--- config.mk ---
export PLATFORM = sky130hd
export DESIGN_NAME = icache_top
export DESIGN_NICKNAME = d
export VERILOG_FILES = /design/src/logic/icache_pkg.sv /design/src/logic/icache_top.sv /design/src/logic/icache_hit_fsm.sv /design/src/logic/icache_mem_port.sv /design/src/logic/icache_data_array.sv /design/src/logic/icache_tag_array.sv /design/src/logic/icache_beat_counter.sv
export SDC_FILE = /design/constraint.sdc
export NUM_CORES = 2
export LEC_CHECK = 0
export BUFFER_PORTS_ARGS = -buffer_cell sky130_fd_sc_hd__buf_2
export CAP_MARGIN = 10
export CORE_MARGIN = 1.5
export CORE_UTILIZATION = 55
export CTS_CLUSTER_SIZE = 14
export DETAILED_ROUTE_END_ITERATION = 8
export PLACE_DENSITY_LB_ADDON = 0.1
export SLEW_MARGIN = 20
export SYNTH_ARGS = -nofsm -noshare
export SYNTH_HDL_FRONTEND = slang
export SYNTH_SLANG_ARGS = --single-unit
--- constraint.sdc ---
create_clock -name clk_i -period 12.84 [get_ports clk_i]
set_input_delay 0 -clock clk_i [delete_from_list [all_inputs] [get_ports clk_i]]
set_output_delay 0 -clock clk_i [all_outputs]
set_load 0.005 [all_outputs]
--- src/logic/icache_pkg.sv ---
`default_nettype none

package icache_pkg;

  ////////////////////////////////////////
  // geometry
  ////////////////////////////////////////
  localparam int ADR_W          = 32;
  localparam int DATA_W         = 32;
  localparam int WORDS_PER_LINE = 4;
  localparam int LINES          = 16;
  localparam int BYTE_W         = 2;
  localparam int OFFS_W         = $clog2(WORDS_PER_LINE);
  localparam int IDX_W          = $clog2(LINES);
  // full tag includes the uncached flag
  localparam int TAG_W          = ADR_W - IDX_W - OFFS_W - BYTE_W;

  ////////////////////////////////////////
  // address views
  ////////////////////////////////////////
  typedef struct packed {
    logic              uncached;
    logic [TAG_W-2:0]  tag_rem;
    logic [IDX_W-1:0]  idx;
    logic [OFFS_W-1:0] offs;
    logic [BYTE_W-1:0] byte_offs;
  } icache_adr_fields_t;

  // flat word for memory, fields for the arrays
  typedef union packed {
    logic [ADR_W-1:0]   w;
    icache_adr_fields_t f;
  } icache_adr_u;

  ////////////////////////////////////////
  // port payloads
  ////////////////////////////////////////
  typedef struct packed {
    icache_adr_u adr;
  } icache_fetch_req_t;

  typedef struct packed {
    logic [DATA_W-1:0] rdata;
    logic              err;
  } icache_fetch_rsp_t;

  // word aligned
  typedef struct packed {
    logic [ADR_W-1:0] adr;
  } icache_mem_req_t;

  typedef struct packed {
    logic [DATA_W-1:0] rdata;
    logic              err;
  } icache_mem_rsp_t;

  typedef enum logic [2:0] {
    ARMED,
    FLUSH,
    FILL,
    RECOVER,
    UNCACHED,
    RESPOND
  } icache_state_e;

endpackage

`default_nettype wire
--- src/logic/icache_top.sv ---
`timescale 1ns/10ps
`default_nettype none

module icache_top
  import icache_pkg::*;
(
  input  logic              clk_i,
  input  logic              rst_ni,
  // core fetch
  input  logic              fetch_req_i,
  input  icache_fetch_req_t fetch_i,
  output logic              fetch_ack_o,
  output icache_fetch_rsp_t fetch_rsp_o,
  // invalidate all
  input  logic              flush_req_i,
  output logic              flush_ack_o,
  // memory
  output logic              mem_req_o,
  output icache_mem_req_t   mem_o,
  input  logic              mem_ack_i,
  input  icache_mem_rsp_t   mem_i
);

  logic              hit;
  logic [DATA_W-1:0] rdata;
  logic [IDX_W-1:0]  cnt;
  logic              cnt_last;
  logic              cnt_clear;
  logic              cnt_step;
  logic              tag_we;
  logic              tag_inval;
  logic              data_we;
  logic              xfer_start;
  icache_mem_req_t   xfer_adr;
  logic              xfer_done;
  icache_mem_rsp_t   xfer_rsp;
  icache_state_e     state;

  ////////////////////////////////////////
  // control
  ////////////////////////////////////////
  icache_hit_fsm hit_fsm_i (
    .clk_i        (clk_i),
    .rst_ni       (rst_ni),
    .fetch_req_i  (fetch_req_i),
    .fetch_i      (fetch_i),
    .fetch_ack_o  (fetch_ack_o),
    .fetch_rsp_o  (fetch_rsp_o),
    .flush_req_i  (flush_req_i),
    .flush_ack_o  (flush_ack_o),
    .hit_i        (hit),
    .rdata_i      (rdata),
    .cnt_i        (cnt),
    .cnt_last_i   (cnt_last),
    .cnt_clear_o  (cnt_clear),
    .cnt_step_o   (cnt_step),
    .tag_we_o     (tag_we),
    .tag_inval_o  (tag_inval),
    .data_we_o    (data_we),
    .xfer_start_o (xfer_start),
    .xfer_adr_o   (xfer_adr),
    .xfer_done_i  (xfer_done),
    .xfer_rsp_i   (xfer_rsp),
    .state_o      (state)
  );

  // fill beats and flush lines share one counter
  icache_beat_counter beat_counter_i (
    .clk_i   (clk_i),
    .rst_ni  (rst_ni),
    .clear_i (cnt_clear),
    .step_i  (cnt_step),
    .mode_i  (state),
    .count_o (cnt),
    .last_o  (cnt_last)
  );

  ////////////////////////////////////////
  // storage
  ////////////////////////////////////////
  icache_tag_array tag_array_i (
    .clk_i       (clk_i),
    .rst_ni      (rst_ni),
    .rd_adr_i    (fetch_i.adr),
    .we_i        (tag_we),
    .inval_i     (tag_inval),
    .inval_idx_i (cnt),
    .hit_o       (hit)
  );

  // fill offset from the low counter bits
  icache_data_array data_array_i (
    .clk_i     (clk_i),
    .adr_i     (fetch_i.adr),
    .we_i      (data_we),
    .wr_offs_i (cnt[OFFS_W-1:0]),
    .wdata_i   (xfer_rsp.rdata),
    .rdata_o   (rdata)
  );

  ////////////////////////////////////////
  // memory side
  ////////////////////////////////////////
  icache_mem_port mem_port_i (
    .clk_i     (clk_i),
    .rst_ni    (rst_ni),
    .start_i   (xfer_start),
    .adr_i     (xfer_adr),
    .done_o    (xfer_done),
    .rsp_o     (xfer_rsp),
    .mem_req_o (mem_req_o),
    .mem_o     (mem_o),
    .mem_ack_i (mem_ack_i),
    .mem_i     (mem_i)
  );

endmodule

`default_nettype wire

--- src/logic/icache_hit_fsm.sv ---
`timescale 1ns/10ps
`default_nettype none

module icache_hit_fsm
  import icache_pkg::*;
(
  input  logic              clk_i,
  input  logic              rst_ni,
  // core side
  input  logic              fetch_req_i,
  input  icache_fetch_req_t fetch_i,
  output logic              fetch_ack_o,
  output icache_fetch_rsp_t fetch_rsp_o,
  input  logic              flush_req_i,
  output logic              flush_ack_o,
  // arrays
  input  logic              hit_i,
  input  logic [DATA_W-1:0] rdata_i,
  input  logic [IDX_W-1:0]  cnt_i,
  input  logic              cnt_last_i,
  output logic              cnt_clear_o,
  output logic              cnt_step_o,
  output logic              tag_we_o,
  output logic              tag_inval_o,
  output logic              data_we_o,
  // memory port
  output logic              xfer_start_o,
  output icache_mem_req_t   xfer_adr_o,
  input  logic              xfer_done_i,
  input  icache_mem_rsp_t   xfer_rsp_i,
  output icache_state_e     state_o
);

  icache_state_e     state_q;
  logic              flush_req_q;
  logic              flush_pend_q;
  logic              uncached;
  logic [OFFS_W-1:0] next_offs;
  icache_adr_u       beat_adr;

  assign uncached  = fetch_i.adr.f.uncached;
  assign next_offs = cnt_i[OFFS_W-1:0] + 1'b1;
  assign state_o   = state_q;

  ////////////////////////////////////////
  // flush handshake
  ////////////////////////////////////////
  always_ff @(posedge clk_i or negedge rst_ni)
  begin
    if (!rst_ni)
    begin
      flush_req_q  <= 1'b0;
      flush_pend_q <= 1'b0;
      flush_ack_o  <= 1'b0;
    end
    else
    begin
      flush_req_q <= flush_req_i;
      // latch on rising req, drop once FLUSH is entered
      if (flush_req_i && !flush_req_q)
        flush_pend_q <= 1'b1;
      else if (state_q == ARMED && flush_pend_q)
        flush_pend_q <= 1'b0;
      // ack after last line, release with req
      if (state_q == FLUSH && cnt_last_i)
        flush_ack_o <= 1'b1;
      else if (!flush_req_i)
        flush_ack_o <= 1'b0;
    end
  end

  ////////////////////////////////////////
  // commands to counter, arrays, port
  ////////////////////////////////////////
  always_comb
  begin
    beat_adr             = fetch_i.adr;
    beat_adr.f.byte_offs = '0;
    xfer_start_o         = 1'b0;
    cnt_clear_o          = 1'b0;
    cnt_step_o           = 1'b0;
    tag_we_o             = 1'b0;
    tag_inval_o          = 1'b0;
    case (state_q)
      ARMED:
      begin
        if (flush_pend_q)
        begin
          cnt_clear_o = 1'b1;
        end
        else if (fetch_req_i && uncached)
        begin
          xfer_start_o = 1'b1;
        end
        else if (fetch_req_i && !hit_i)
        begin
          // first beat at word 0 of the line
          beat_adr.f.offs = '0;
          xfer_start_o    = 1'b1;
          cnt_clear_o     = 1'b1;
        end
      end
      FLUSH:
      begin
        // one line per cycle
        tag_inval_o = 1'b1;
        cnt_step_o  = 1'b1;
      end
      FILL:
      begin
        if (xfer_done_i && xfer_rsp_i.err)
        begin
          // claim line but keep it invalid
          tag_we_o    = 1'b1;
          tag_inval_o = 1'b1;
        end
        else if (xfer_done_i && cnt_last_i)
        begin
          tag_we_o = 1'b1;
        end
        else if (xfer_done_i)
        begin
          beat_adr.f.offs = next_offs;
          xfer_start_o    = 1'b1;
          cnt_step_o      = 1'b1;
        end
      end
      default:
      begin
      end
    endcase
  end

  assign xfer_adr_o.adr = beat_adr.w;
  // fill word lands at the current beat offset
  assign data_we_o      = (state_q == FILL) & xfer_done_i & ~xfer_rsp_i.err;

  ////////////////////////////////////////
  // state and core ack
  ////////////////////////////////////////
  always_ff @(posedge clk_i or negedge rst_ni)
  begin
    if (!rst_ni)
    begin
      state_q     <= ARMED;
      fetch_ack_o <= 1'b0;
    end
    else
    begin
      case (state_q)
        ARMED:
        begin
          if (flush_pend_q)
          begin
            state_q <= FLUSH;
          end
          else if (fetch_req_i && uncached)
          begin
            state_q <= UNCACHED;
          end
          else if (fetch_req_i && hit_i)
          begin
            state_q     <= RESPOND;
            fetch_ack_o <= 1'b1;
          end
          else if (fetch_req_i)
          begin
            state_q <= FILL;
          end
        end
        FLUSH:
        begin
          if (cnt_last_i)
            state_q <= ARMED;
        end
        FILL:
        begin
          if (xfer_done_i && xfer_rsp_i.err)
          begin
            state_q     <= RESPOND;
            fetch_ack_o <= 1'b1;
          end
          else if (xfer_done_i && cnt_last_i)
          begin
            state_q <= RECOVER;
          end
        end
        // arrays settle, hit taken in ARMED
        RECOVER:
        begin
          state_q <= ARMED;
        end
        UNCACHED:
        begin
          if (xfer_done_i)
          begin
            state_q     <= RESPOND;
            fetch_ack_o <= 1'b1;
          end
        end
        RESPOND:
        begin
          if (!fetch_req_i)
          begin
            state_q     <= ARMED;
            fetch_ack_o <= 1'b0;
          end
        end
        default:
        begin
          state_q <= ARMED;
        end
      endcase
    end
  end

  // response word, stable while in RESPOND
  always_ff @(posedge clk_i)
  begin
    if (state_q == ARMED)
    begin
      fetch_rsp_o.rdata <= rdata_i;
      fetch_rsp_o.err   <= 1'b0;
    end
    else if (xfer_done_i)
    begin
      fetch_rsp_o.rdata <= xfer_rsp_i.rdata;
      fetch_rsp_o.err   <= xfer_rsp_i.err;
    end
  end

endmodule

`default_nettype wire

--- src/logic/icache_mem_port.sv ---
`timescale 1ns/10ps
`default_nettype none

module icache_mem_port
  import icache_pkg::*;
(
  input  logic            clk_i,
  input  logic            rst_ni,
  input  logic            start_i,
  input  icache_mem_req_t adr_i,
  output logic            done_o,
  output icache_mem_rsp_t rsp_o,
  // memory side
  output logic            mem_req_o,
  output icache_mem_req_t mem_o,
  input  logic            mem_ack_i,
  input  icache_mem_rsp_t mem_i
);

  enum logic [1:0] {
    IDLE,
    REQ,
    DROP
  } state_q;

  ////////////////////////////////////////
  // four-phase requester
  ////////////////////////////////////////
  always_ff @(posedge clk_i or negedge rst_ni)
  begin
    if (!rst_ni)
    begin
      state_q   <= IDLE;
      mem_req_o <= 1'b0;
    end
    else
    begin
      case (state_q)
        IDLE:
        begin
          if (start_i)
          begin
            state_q   <= REQ;
            mem_req_o <= 1'b1;
          end
        end
        // hold req until memory acks
        REQ:
        begin
          if (mem_ack_i)
          begin
            state_q   <= DROP;
            mem_req_o <= 1'b0;
          end
        end
        // wait for ack release, next fill beat may start in the done cycle
        DROP:
        begin
          if (!mem_ack_i)
          begin
            state_q   <= start_i ? REQ : IDLE;
            mem_req_o <= start_i;
          end
        end
        default:
        begin
          state_q <= IDLE;
        end
      endcase
    end
  end

  // address and response payloads
  always_ff @(posedge clk_i)
  begin
    if (start_i && (state_q == IDLE || done_o))
      mem_o <= adr_i;
    if (state_q == REQ && mem_ack_i)
      rsp_o <= mem_i;
  end

  // single cycle, transaction fully closed
  assign done_o = (state_q == DROP) & ~mem_ack_i;

endmodule

`default_nettype wire

--- src/logic/icache_data_array.sv ---
`timescale 1ns/10ps
`default_nettype none

module icache_data_array
  import icache_pkg::*;
(
  input  logic              clk_i,
  input  icache_adr_u       adr_i,
  input  logic              we_i,
  input  logic [OFFS_W-1:0] wr_offs_i,
  input  logic [DATA_W-1:0] wdata_i,
  output logic [DATA_W-1:0] rdata_o
);

  localparam int DEPTH = LINES * WORDS_PER_LINE;

  logic [DATA_W-1:0]       mem_q [DEPTH];
  logic [IDX_W+OFFS_W-1:0] wr_ptr;
  logic [IDX_W+OFFS_W-1:0] rd_ptr;

  // line index on top, word in line below
  assign wr_ptr = {adr_i.f.idx, wr_offs_i};
  assign rd_ptr = {adr_i.f.idx, adr_i.f.offs};

  ////////////////////////////////////////
  // word-wise fill
  ////////////////////////////////////////
  always_ff @(posedge clk_i)
  begin
    if (we_i)
      mem_q[wr_ptr] <= wdata_i;
  end

  // async word read
  assign rdata_o = mem_q[rd_ptr];

endmodule

`default_nettype wire

--- src/logic/icache_tag_array.sv ---
`timescale 1ns/10ps
`default_nettype none

module icache_tag_array
  import icache_pkg::*;
(
  input  logic             clk_i,
  input  logic             rst_ni,
  input  icache_adr_u      rd_adr_i,
  input  logic             we_i,
  input  logic             inval_i,
  input  logic [IDX_W-1:0] inval_idx_i,
  output logic             hit_o
);

  logic [LINES-1:0] valid_q;
  logic [TAG_W-1:0] tag_q [LINES];
  logic [TAG_W-1:0] adr_tag;
  logic [IDX_W-1:0] idx;

  assign idx     = rd_adr_i.f.idx;
  // uncached flag is the tag msb
  assign adr_tag = {rd_adr_i.f.uncached, rd_adr_i.f.tag_rem};

  ////////////////////////////////////////
  // valid bits
  ////////////////////////////////////////
  always_ff @(posedge clk_i or negedge rst_ni)
  begin
    if (!rst_ni)
    begin
      valid_q <= '0;
    end
    else if (we_i)
    begin
      // write with inval leaves the line invalid
      valid_q[idx] <= ~inval_i;
    end
    else if (inval_i)
    begin
      // flush path
      valid_q[inval_idx_i] <= 1'b0;
    end
  end

  ////////////////////////////////////////
  // tag storage
  ////////////////////////////////////////
  always_ff @(posedge clk_i)
  begin
    if (we_i)
      tag_q[idx] <= adr_tag;
  end

  // async lookup
  assign hit_o = valid_q[idx] & (tag_q[idx] == adr_tag);

endmodule

`default_nettype wire

--- src/logic/icache_beat_counter.sv ---
`timescale 1ns/10ps
`default_nettype none

module icache_beat_counter
  import icache_pkg::*;
(
  input  logic             clk_i,
  input  logic             rst_ni,
  input  logic             clear_i,
  input  logic             step_i,
  // fsm state picks the end count
  input  icache_state_e    mode_i,
  output logic [IDX_W-1:0] count_o
  ,
  output logic             last_o
);

  ////////////////////////////////////////
  // beat / line counter
  ////////////////////////////////////////
  always_ff @(posedge clk_i or negedge rst_ni)
  begin
    if (!rst_ni)
      count_o <= '0;
    else if (clear_i)
      count_o <= '0;
    else if (step_i)
      count_o <= count_o + 1'b1;
  end

  // final fill beat or final flush line
  always_comb
  begin
    case (mode_i)
      FILL:
        last_o = (count_o == IDX_W'(WORDS_PER_LINE - 1));
      FLUSH:
        last_o = (count_o == IDX_W'(LINES - 1));
      default:
        last_o = 1'b0;
    endcase
  end

endmodule

`default_nettype wire

-- Word level (Yosys, flattened, before mapping)
Memories as Yosys holds them, arrays and structs flattened.
Cells that the tools add are included.
- bits in writable memories: 2432
- input port bits: 70
- memories: 2
- register bits: 126
- logic and storage cells: 151
- output and inout port bits: 68
- memory list (name ; words ; bits a word ; rd ports ; clocked after memory_dff ; write ports ; RTL line ; source):
    data_array_i.mem_q ; 64 ; 32 ; 1 ; 0 ; 1 ; icache_data_array.sv:17 ; logic [DATA_W-1:0] mem_q [DEPTH];
    tag_array_i.tag_q ; 16 ; 24 ; 1 ; 0 ; 1 ; icache_tag_array.sv:17 ; logic [TAG_W-1:0] tag_q [LINES];
- order comparisons: 4
- bitwise operators: 9
- equal/unequal tests: 22
- muxes and demuxes: 71
- reduce and logical (&&, ||, !) cells: 27
- add/sub/neg operators: 2
- operator list (kind ; number):
    2-to-1 mux 33 bit ; 2
    2-to-1 mux 1 bit ; 34
    2-to-1 mux 16 bit ; 2
    2-to-1 mux 3 bit ; 9
    equality test 24 bit ; 1
    2-to-1 mux 2 bit ; 9
    AND 16 bit ; 1
    bitwise mux 16 bit ; 1
    != test 2 bit, second input constant ; 8
    inverter 16 bit ; 1
    case mux 3 bit (5 select lines) ; 1
    logical AND 1 bit ; 12
    < comparator 4 x 5 -> 1 bit, second input constant ; 2
    demux 1 bit (select 4 bit) ; 2
    greater-or-equal comparator 4 x 1 -> 1 bit, second input constant ; 2
    2-to-1 mux 4 bit ; 2
    case mux 1 bit (2 select lines) ; 4
    nonzero test 2 bit ; 4
    AND reduction 7 bit ; 1
    equality test 3 bit, second input constant ; 2
    != test 2 x 1 -> 1 bit, second input constant ; 3
    case mux 2 bit (3 select lines) ; 1
    != test 5 x 4 -> 1 bit, second input constant ; 1
    AND reduction 5 bit ; 1
    other kinds (23) ; 29

-- Longest topological paths before layout
- word-level depth: 12
- gate-level depth with buffers: 15

-- Hierarchy
From an unflattened synthesis, not the netlist that was laid out.
- cell total of the unflattened synthesis: 4348
- area, all modules: 98421.9 µm²
- by module, submodules not included (module ; cells an instance ; seq. area each (µm²) ; area each (µm²) ; instances):
    icache_data_array ; 3268 ; 61499.0 ; 77997.3 ; 1
    icache_tag_array ; 738 ; 11931.4 ; 15859.0 ; 1
    icache_hit_fsm ; 241 ; 1156.1 ; 2247.2 ; 1
    icache_mem_port ; 81 ; 2026.9 ; 2099.5 ; 1
    icache_beat_counter ; 20 ; 100.1 ; 219.0 ; 1

-- Worst setup path before layout
Ideal clock, no wire load.
- path type: register -> register
- start point: register hit_fsm_i.state_q[1] (netlist: hit_fsm_i.state_o[1])
- end point: register tag_array_i.valid_q[1]
- required time: 12.718 ns
- cell stages (with the launch flop): 11
- setup slack: 8.008 ns
- arrival time: 4.711 ns
- clock period less this slack: 4.832 ns
- library setup time: 0.122 ns
- path through: dfrtp_1 > clkbuf_1 > nand2b_1 > o31a_1 > nor3_1 > o21ai_0 > or2_2 > clkbuf_1 > nor4_1 > o21ai_0 > a22o_1
- cells in the longest elaborated chain, start to end: 7
- ends and longest elaborated chain (item ; RTL line ; source):
    start, declared ; icache_hit_fsm.sv:34 ; icache_state_e state_q;
    start signal, assigned ; icache_hit_fsm.sv:145 ; state_q <= ARMED;
    start signal, assigned ; icache_hit_fsm.sv:155 ; state_q <= FLUSH;
    start signal, assigned ; icache_hit_fsm.sv:159 ; state_q <= UNCACHED;
    equality test 3 x 1 -> 1 bit / equality test 3 x 2 -> 1 bit (equally long branches) ; icache_hit_fsm.sv:84, icache_beat_counter.sv:34 ;
    case mux 1 bit (2 select lines) ; icache_beat_counter.sv:34 ; case (mode_i)
    logical AND 1 bit ; icache_hit_fsm.sv:117 ; else if (xfer_done_i && cnt_last_i)
    2-to-1 mux 1 bit ; icache_hit_fsm.sv:117 ;
    2-to-1 mux 1 bit ; icache_hit_fsm.sv:111 ; if (xfer_done_i && xfer_rsp_i.err)
    2-to-1 mux 1 bit ; icache_hit_fsm.sv:84 ; case (state_q)
    2-to-1 mux 16 bit / nonzero test 2 bit (equally long branches) ; - ;
    end signal, assigned by index ; icache_tag_array.sv:37 ; valid_q[idx] <= ~inval_i;
    end, declared ; icache_tag_array.sv:16 ; logic [LINES-1:0] valid_q;
Several ways; a longest one is shown, not always the timed one.
A chain may end at the register's enable or synchronous reset.

-- Worst setup path after layout
- start point: input port fetch_i[5] in the netlist's numbering
- end point: register, netlist name mem_port_i.mem_o[15]
- cells in the longest elaborated chain, start to end: 10
- ends and longest elaborated chain (item ; RTL line ; source):
    start, declared ; icache_top.sv:11 ; input icache_fetch_req_t fetch_i,
    memory (16 x 24 bit) / binary-select mux 1 bit (select 4 bit) (equally long branches) ; - ;
    equality test 24 bit / 2-to-1 mux 1 bit (equally long branches) ; icache_tag_array.sv:56 ; assign hit_o = valid_q[idx] & (tag_q[idx] == adr_tag);
    AND 1 bit (*) ; icache_tag_array.sv:56 ;
    logical NOT 1 bit (*) ; icache_hit_fsm.sv:95 ; else if (fetch_req_i && !hit_i)
    logical AND 1 bit (*) ; icache_hit_fsm.sv:95 ;
    2-to-1 mux 1 bit (*) ; icache_hit_fsm.sv:95 ;
    2-to-1 mux 1 bit (*) ; icache_hit_fsm.sv:91 ; else if (fetch_req_i && uncached)
    2-to-1 mux 1 bit (*) ; icache_hit_fsm.sv:87 ; if (flush_pend_q)
    case mux 1 bit (2 select lines) (*) ; icache_hit_fsm.sv:84 ;
    logical AND 1 bit (*) ; icache_mem_port.sv:76 ; if (start_i && (state_q == IDLE || done_o))
Every way passes the cells marked *; elsewhere a longest branch is shown, timed or not. The select of a mux whose other input is x is not followed.

==> flow_summary.ini <==
[yosys]
synth_edf_count = 2527
async_reset_ff_share_pct = 1.17
synthTopCellsByArea = edfxtp_1 (77%), mux4_2 (15%), mux2i_1 (1.7%)
syn_area_sq_um = 98300
ys_ff_latch = 2558
synth_cell_types = 68
yosysWarnings = 0
ys_seq_area_share_pct = 78.0
yosys.area.top_type = edfxtp_1
syn_avg_cell_area_sq_um = 22.6
synth_top_area_share_pct = 77.2
ys.flop_type = edfxtp_1
syn_inst = 4341

[final_layout]
area_delta_synth_final_pct = 14.2
layout-drive-gt1-share_pct = 28.4
final_nets = 4861
final_common_cell = edfxtp_1
fin_area_sq_um = 112000
diodes = 0
final_cell_mix = edfxtp_1 (2,527), mux4_2 (649), clkbuf_16 (287), mux2i_1 (171), buf_4 (150)
utilization_pct = 63.5

[routing]
drtIter0Drc = 6476
wl_mm = 251
first_pass_iters = 5
final_antenna_net_count = 0
num_vias = 47900
drt-wirelength-per-cell_um = 34.4
drcViolationCount = 0
viasPerCell = 6.55

[die]
coreArea_sq_um = 177000
rows = 154
die-area_sq_um = 181000
io_pins = 138
initial_core_util_pct = 55.6
fp.dieH_um = 426
die_w_um = 426

[clock_tree]
clock_latency_ns = 0.91
root_buffer = clkbuf_16
h-tree-depth = 5
tritoncts = built
postCtsSetupRepairBufs = 0
cts_buffers = 279
path_clk_slew_ns = 0.06
cts_sinks = 2558
clock_path_buffers = 4
cts_resized = 0
hold_buffers = 106

[placement]
io_buffers = 133
routabilityCongestion = 0.796
placed_cell_area_sq_um = 103000
post-dp-hpwl_mm = 133

[sta]
rsz0062_at_grt = false
skew_ns = 0.0388
finalHoldWorstSlack_ns = 0.0550
fin_crit_sh_pct = 41.4
worst_slew_pin_slew_ns = 1.09
setup-tns-final_ns = 0
period_needed_ns = 5.32
fmax_ghz = 0.188
hold_violations = 0
setup_viol = 0
slew_viol_final = 0
slew_headroom_pct = 27.3

[worst_setup_path]
ff2ff_path_depth = 7
r2r_end = data_array_i.mem_q[31][6]
r2r_setup_slack_ns = 8.04
worstPathArrival_ns = 5.83
r2r_start = mem_port_i.state_q[0]
crit_required_ns = 13.35
cp-end-kind = flip-flop
cp_max_fo = 99
cp-start-kind = primary input
crit_type = in2reg

[hold_path]
hp-start = fetch_i[23]
hold_depth = 2
worstHoldEndpoint = tag_array_i.tag_q[9][15]
holdCritPathClass = in2reg

[power_and_ir_drop]
clkPwrFrac_pct = 40.7
vdd_ir_drop_max_mv = 0.161
p_leak_uw = 0.0355
seq_power_share_pct = 52.2
comb_power_share_pct = 7.1
p_switching_uw = 4040
switching_share_pct = 22.1
total_power_uw = 18300
cellPowerDensity_nw_per_um2 = 163
p_int_uw = 14300

[grt]
track_usage_pct = 28.0
overflow = 0
grt_start_max_net_pins = 131
grt_pass1_wl_mm = 354
antenna_found_initial = 6
grt_pass1_vias = 47400

[flow_run]
maxCapViolCount = 0

[run_status]
status = finished, final reports clean
through the flow:
step	setup slack, ns	cells
3_5_place_dp	7.44	6739
4_1_cts	7.38	7312
2_1_floorplan	8.01	4342
3_3_place_gp	7.54	6736
6_report	7.52	7313
5_1_grt	7.16	7313
layer usage:
metal	GRT usage (%)	up-vias	share of wire, %
li1	-	19300	-
met1	41.5	25900	41
met2	43.8	2278	48
met3	4.89	431	8.7
met4	7.47	2	2.5
met5	0	-	0.0052
registers in the layout, summed over array words and instances (netlist names), 3 cells and up:
register	flops
data_array_i.mem_q	2048
tag_array_i.tag_q	384
hit_fsm_i.fetch_rsp_o	33
mem_port_i.rsp_o	33
mem_port_i.mem_o	30
tag_array_i.valid_q	16
beat_counter_i.count_o	4
hit_fsm_i.state_o	3
worst max-delay path by stage:
stage / start / depth (start not counted) / slack (ns) / end
floorplan: hit_fsm_i.state_o[1] / 10 / 8.01 / tag_array_i.valid_q[1]
global placement: fetch_i[5] / 12 / 7.54 / mem_port_i.mem_o[21]
detailed placement: fetch_i[5] / 12 / 7.44 / mem_port_i.mem_o[17]
CTS: fetch_i[5] / 14 / 7.38 / mem_port_i.mem_o[15]
global route: fetch_i[5] / 14 / 7.16 / mem_port_i.mem_o[15]
finish: fetch_i[5] / 14 / 7.52 / mem_port_i.mem_o[15]
Yosys cell counts, types with 4 or more instances:
master / count
buf_1: 26
nor3_1: 18
mux2_2: 30
buf_6: 7
clkbuf_1: 112
o22ai_1: 26
a211oi_1: 12
nor2_1: 118
inv_1: 23
mux4_2: 649
nand3_1: 11
edfxtp_1: 2527
nand2b_1: 9
ha_1: 4
buf_4: 19
a31oi_1: 8
dfrtp_1: 30
xnor2_1: 16
buf_2: 69
and3_1: 5
o221ai_1: 12
o211ai_1: 14
a32oi_1: 5
xor2_1: 6
nor2b_1: 9
mux2i_1: 171
a21oi_1: 47
a22o_1: 19
or2_2: 7
a22oi_1: 45
nand2_1: 127
o21ai_0: 82
a221oi_1: 12
and2_1: 5
a2bb2oi_1: 5
kinds of logic after synthesis:
kind of cell	count (synthesis)	synth area share, %
muxes	850	17.0
AOI/OAI and AO/OA	322	2.19
DFF	2558	78.0
adders and majority gates	4	0.0509
and+or+nand+nor	326	1.44
buffers and inverters	258	1.20
xor gates and xnor gates	22	0.196
other	1	0.00381
final cells by class:
type / count / area (sq um)
multi-input cells: 1526 / 21100
clock inverters: 113 / 903
clock buffers: 354 / 7430
fillers: 11800 / 64600
well taps: 2340 / 2930
flip-flops and latches: 2558 / 76700
inverters: 25 / 95.1
repair buffers: 397 / 3120
power groups by stage:
stage	logic (uW)	registers (uW)	clock network (uW)
2_1_floorplan	625	9800	0
3_3_place_gp	1260	9730	0
3_5_place_dp	1280	9730	0
4_1_cts	1310	9550	7550
5_1_grt	1400	9560	7860
6_report	1310	9550	7450
critical path: stages:
cell and delay [ns]:
dlygate4sd3_1 0.56, buf_8 0.41, buf_12 0.55, buf_12 0.66, mux4_2 0.44, a2bb2oi_1 0.21, mux2i_1 0.10, o32ai_1 0.24
o2111ai_1 0.21, or4_1 0.44, dlygate4sd3_1 0.62, nor4_4 0.51, a211oi_1 0.19, and2_2 0.53
No activity file was read; power rests on OpenSTA's default activity.
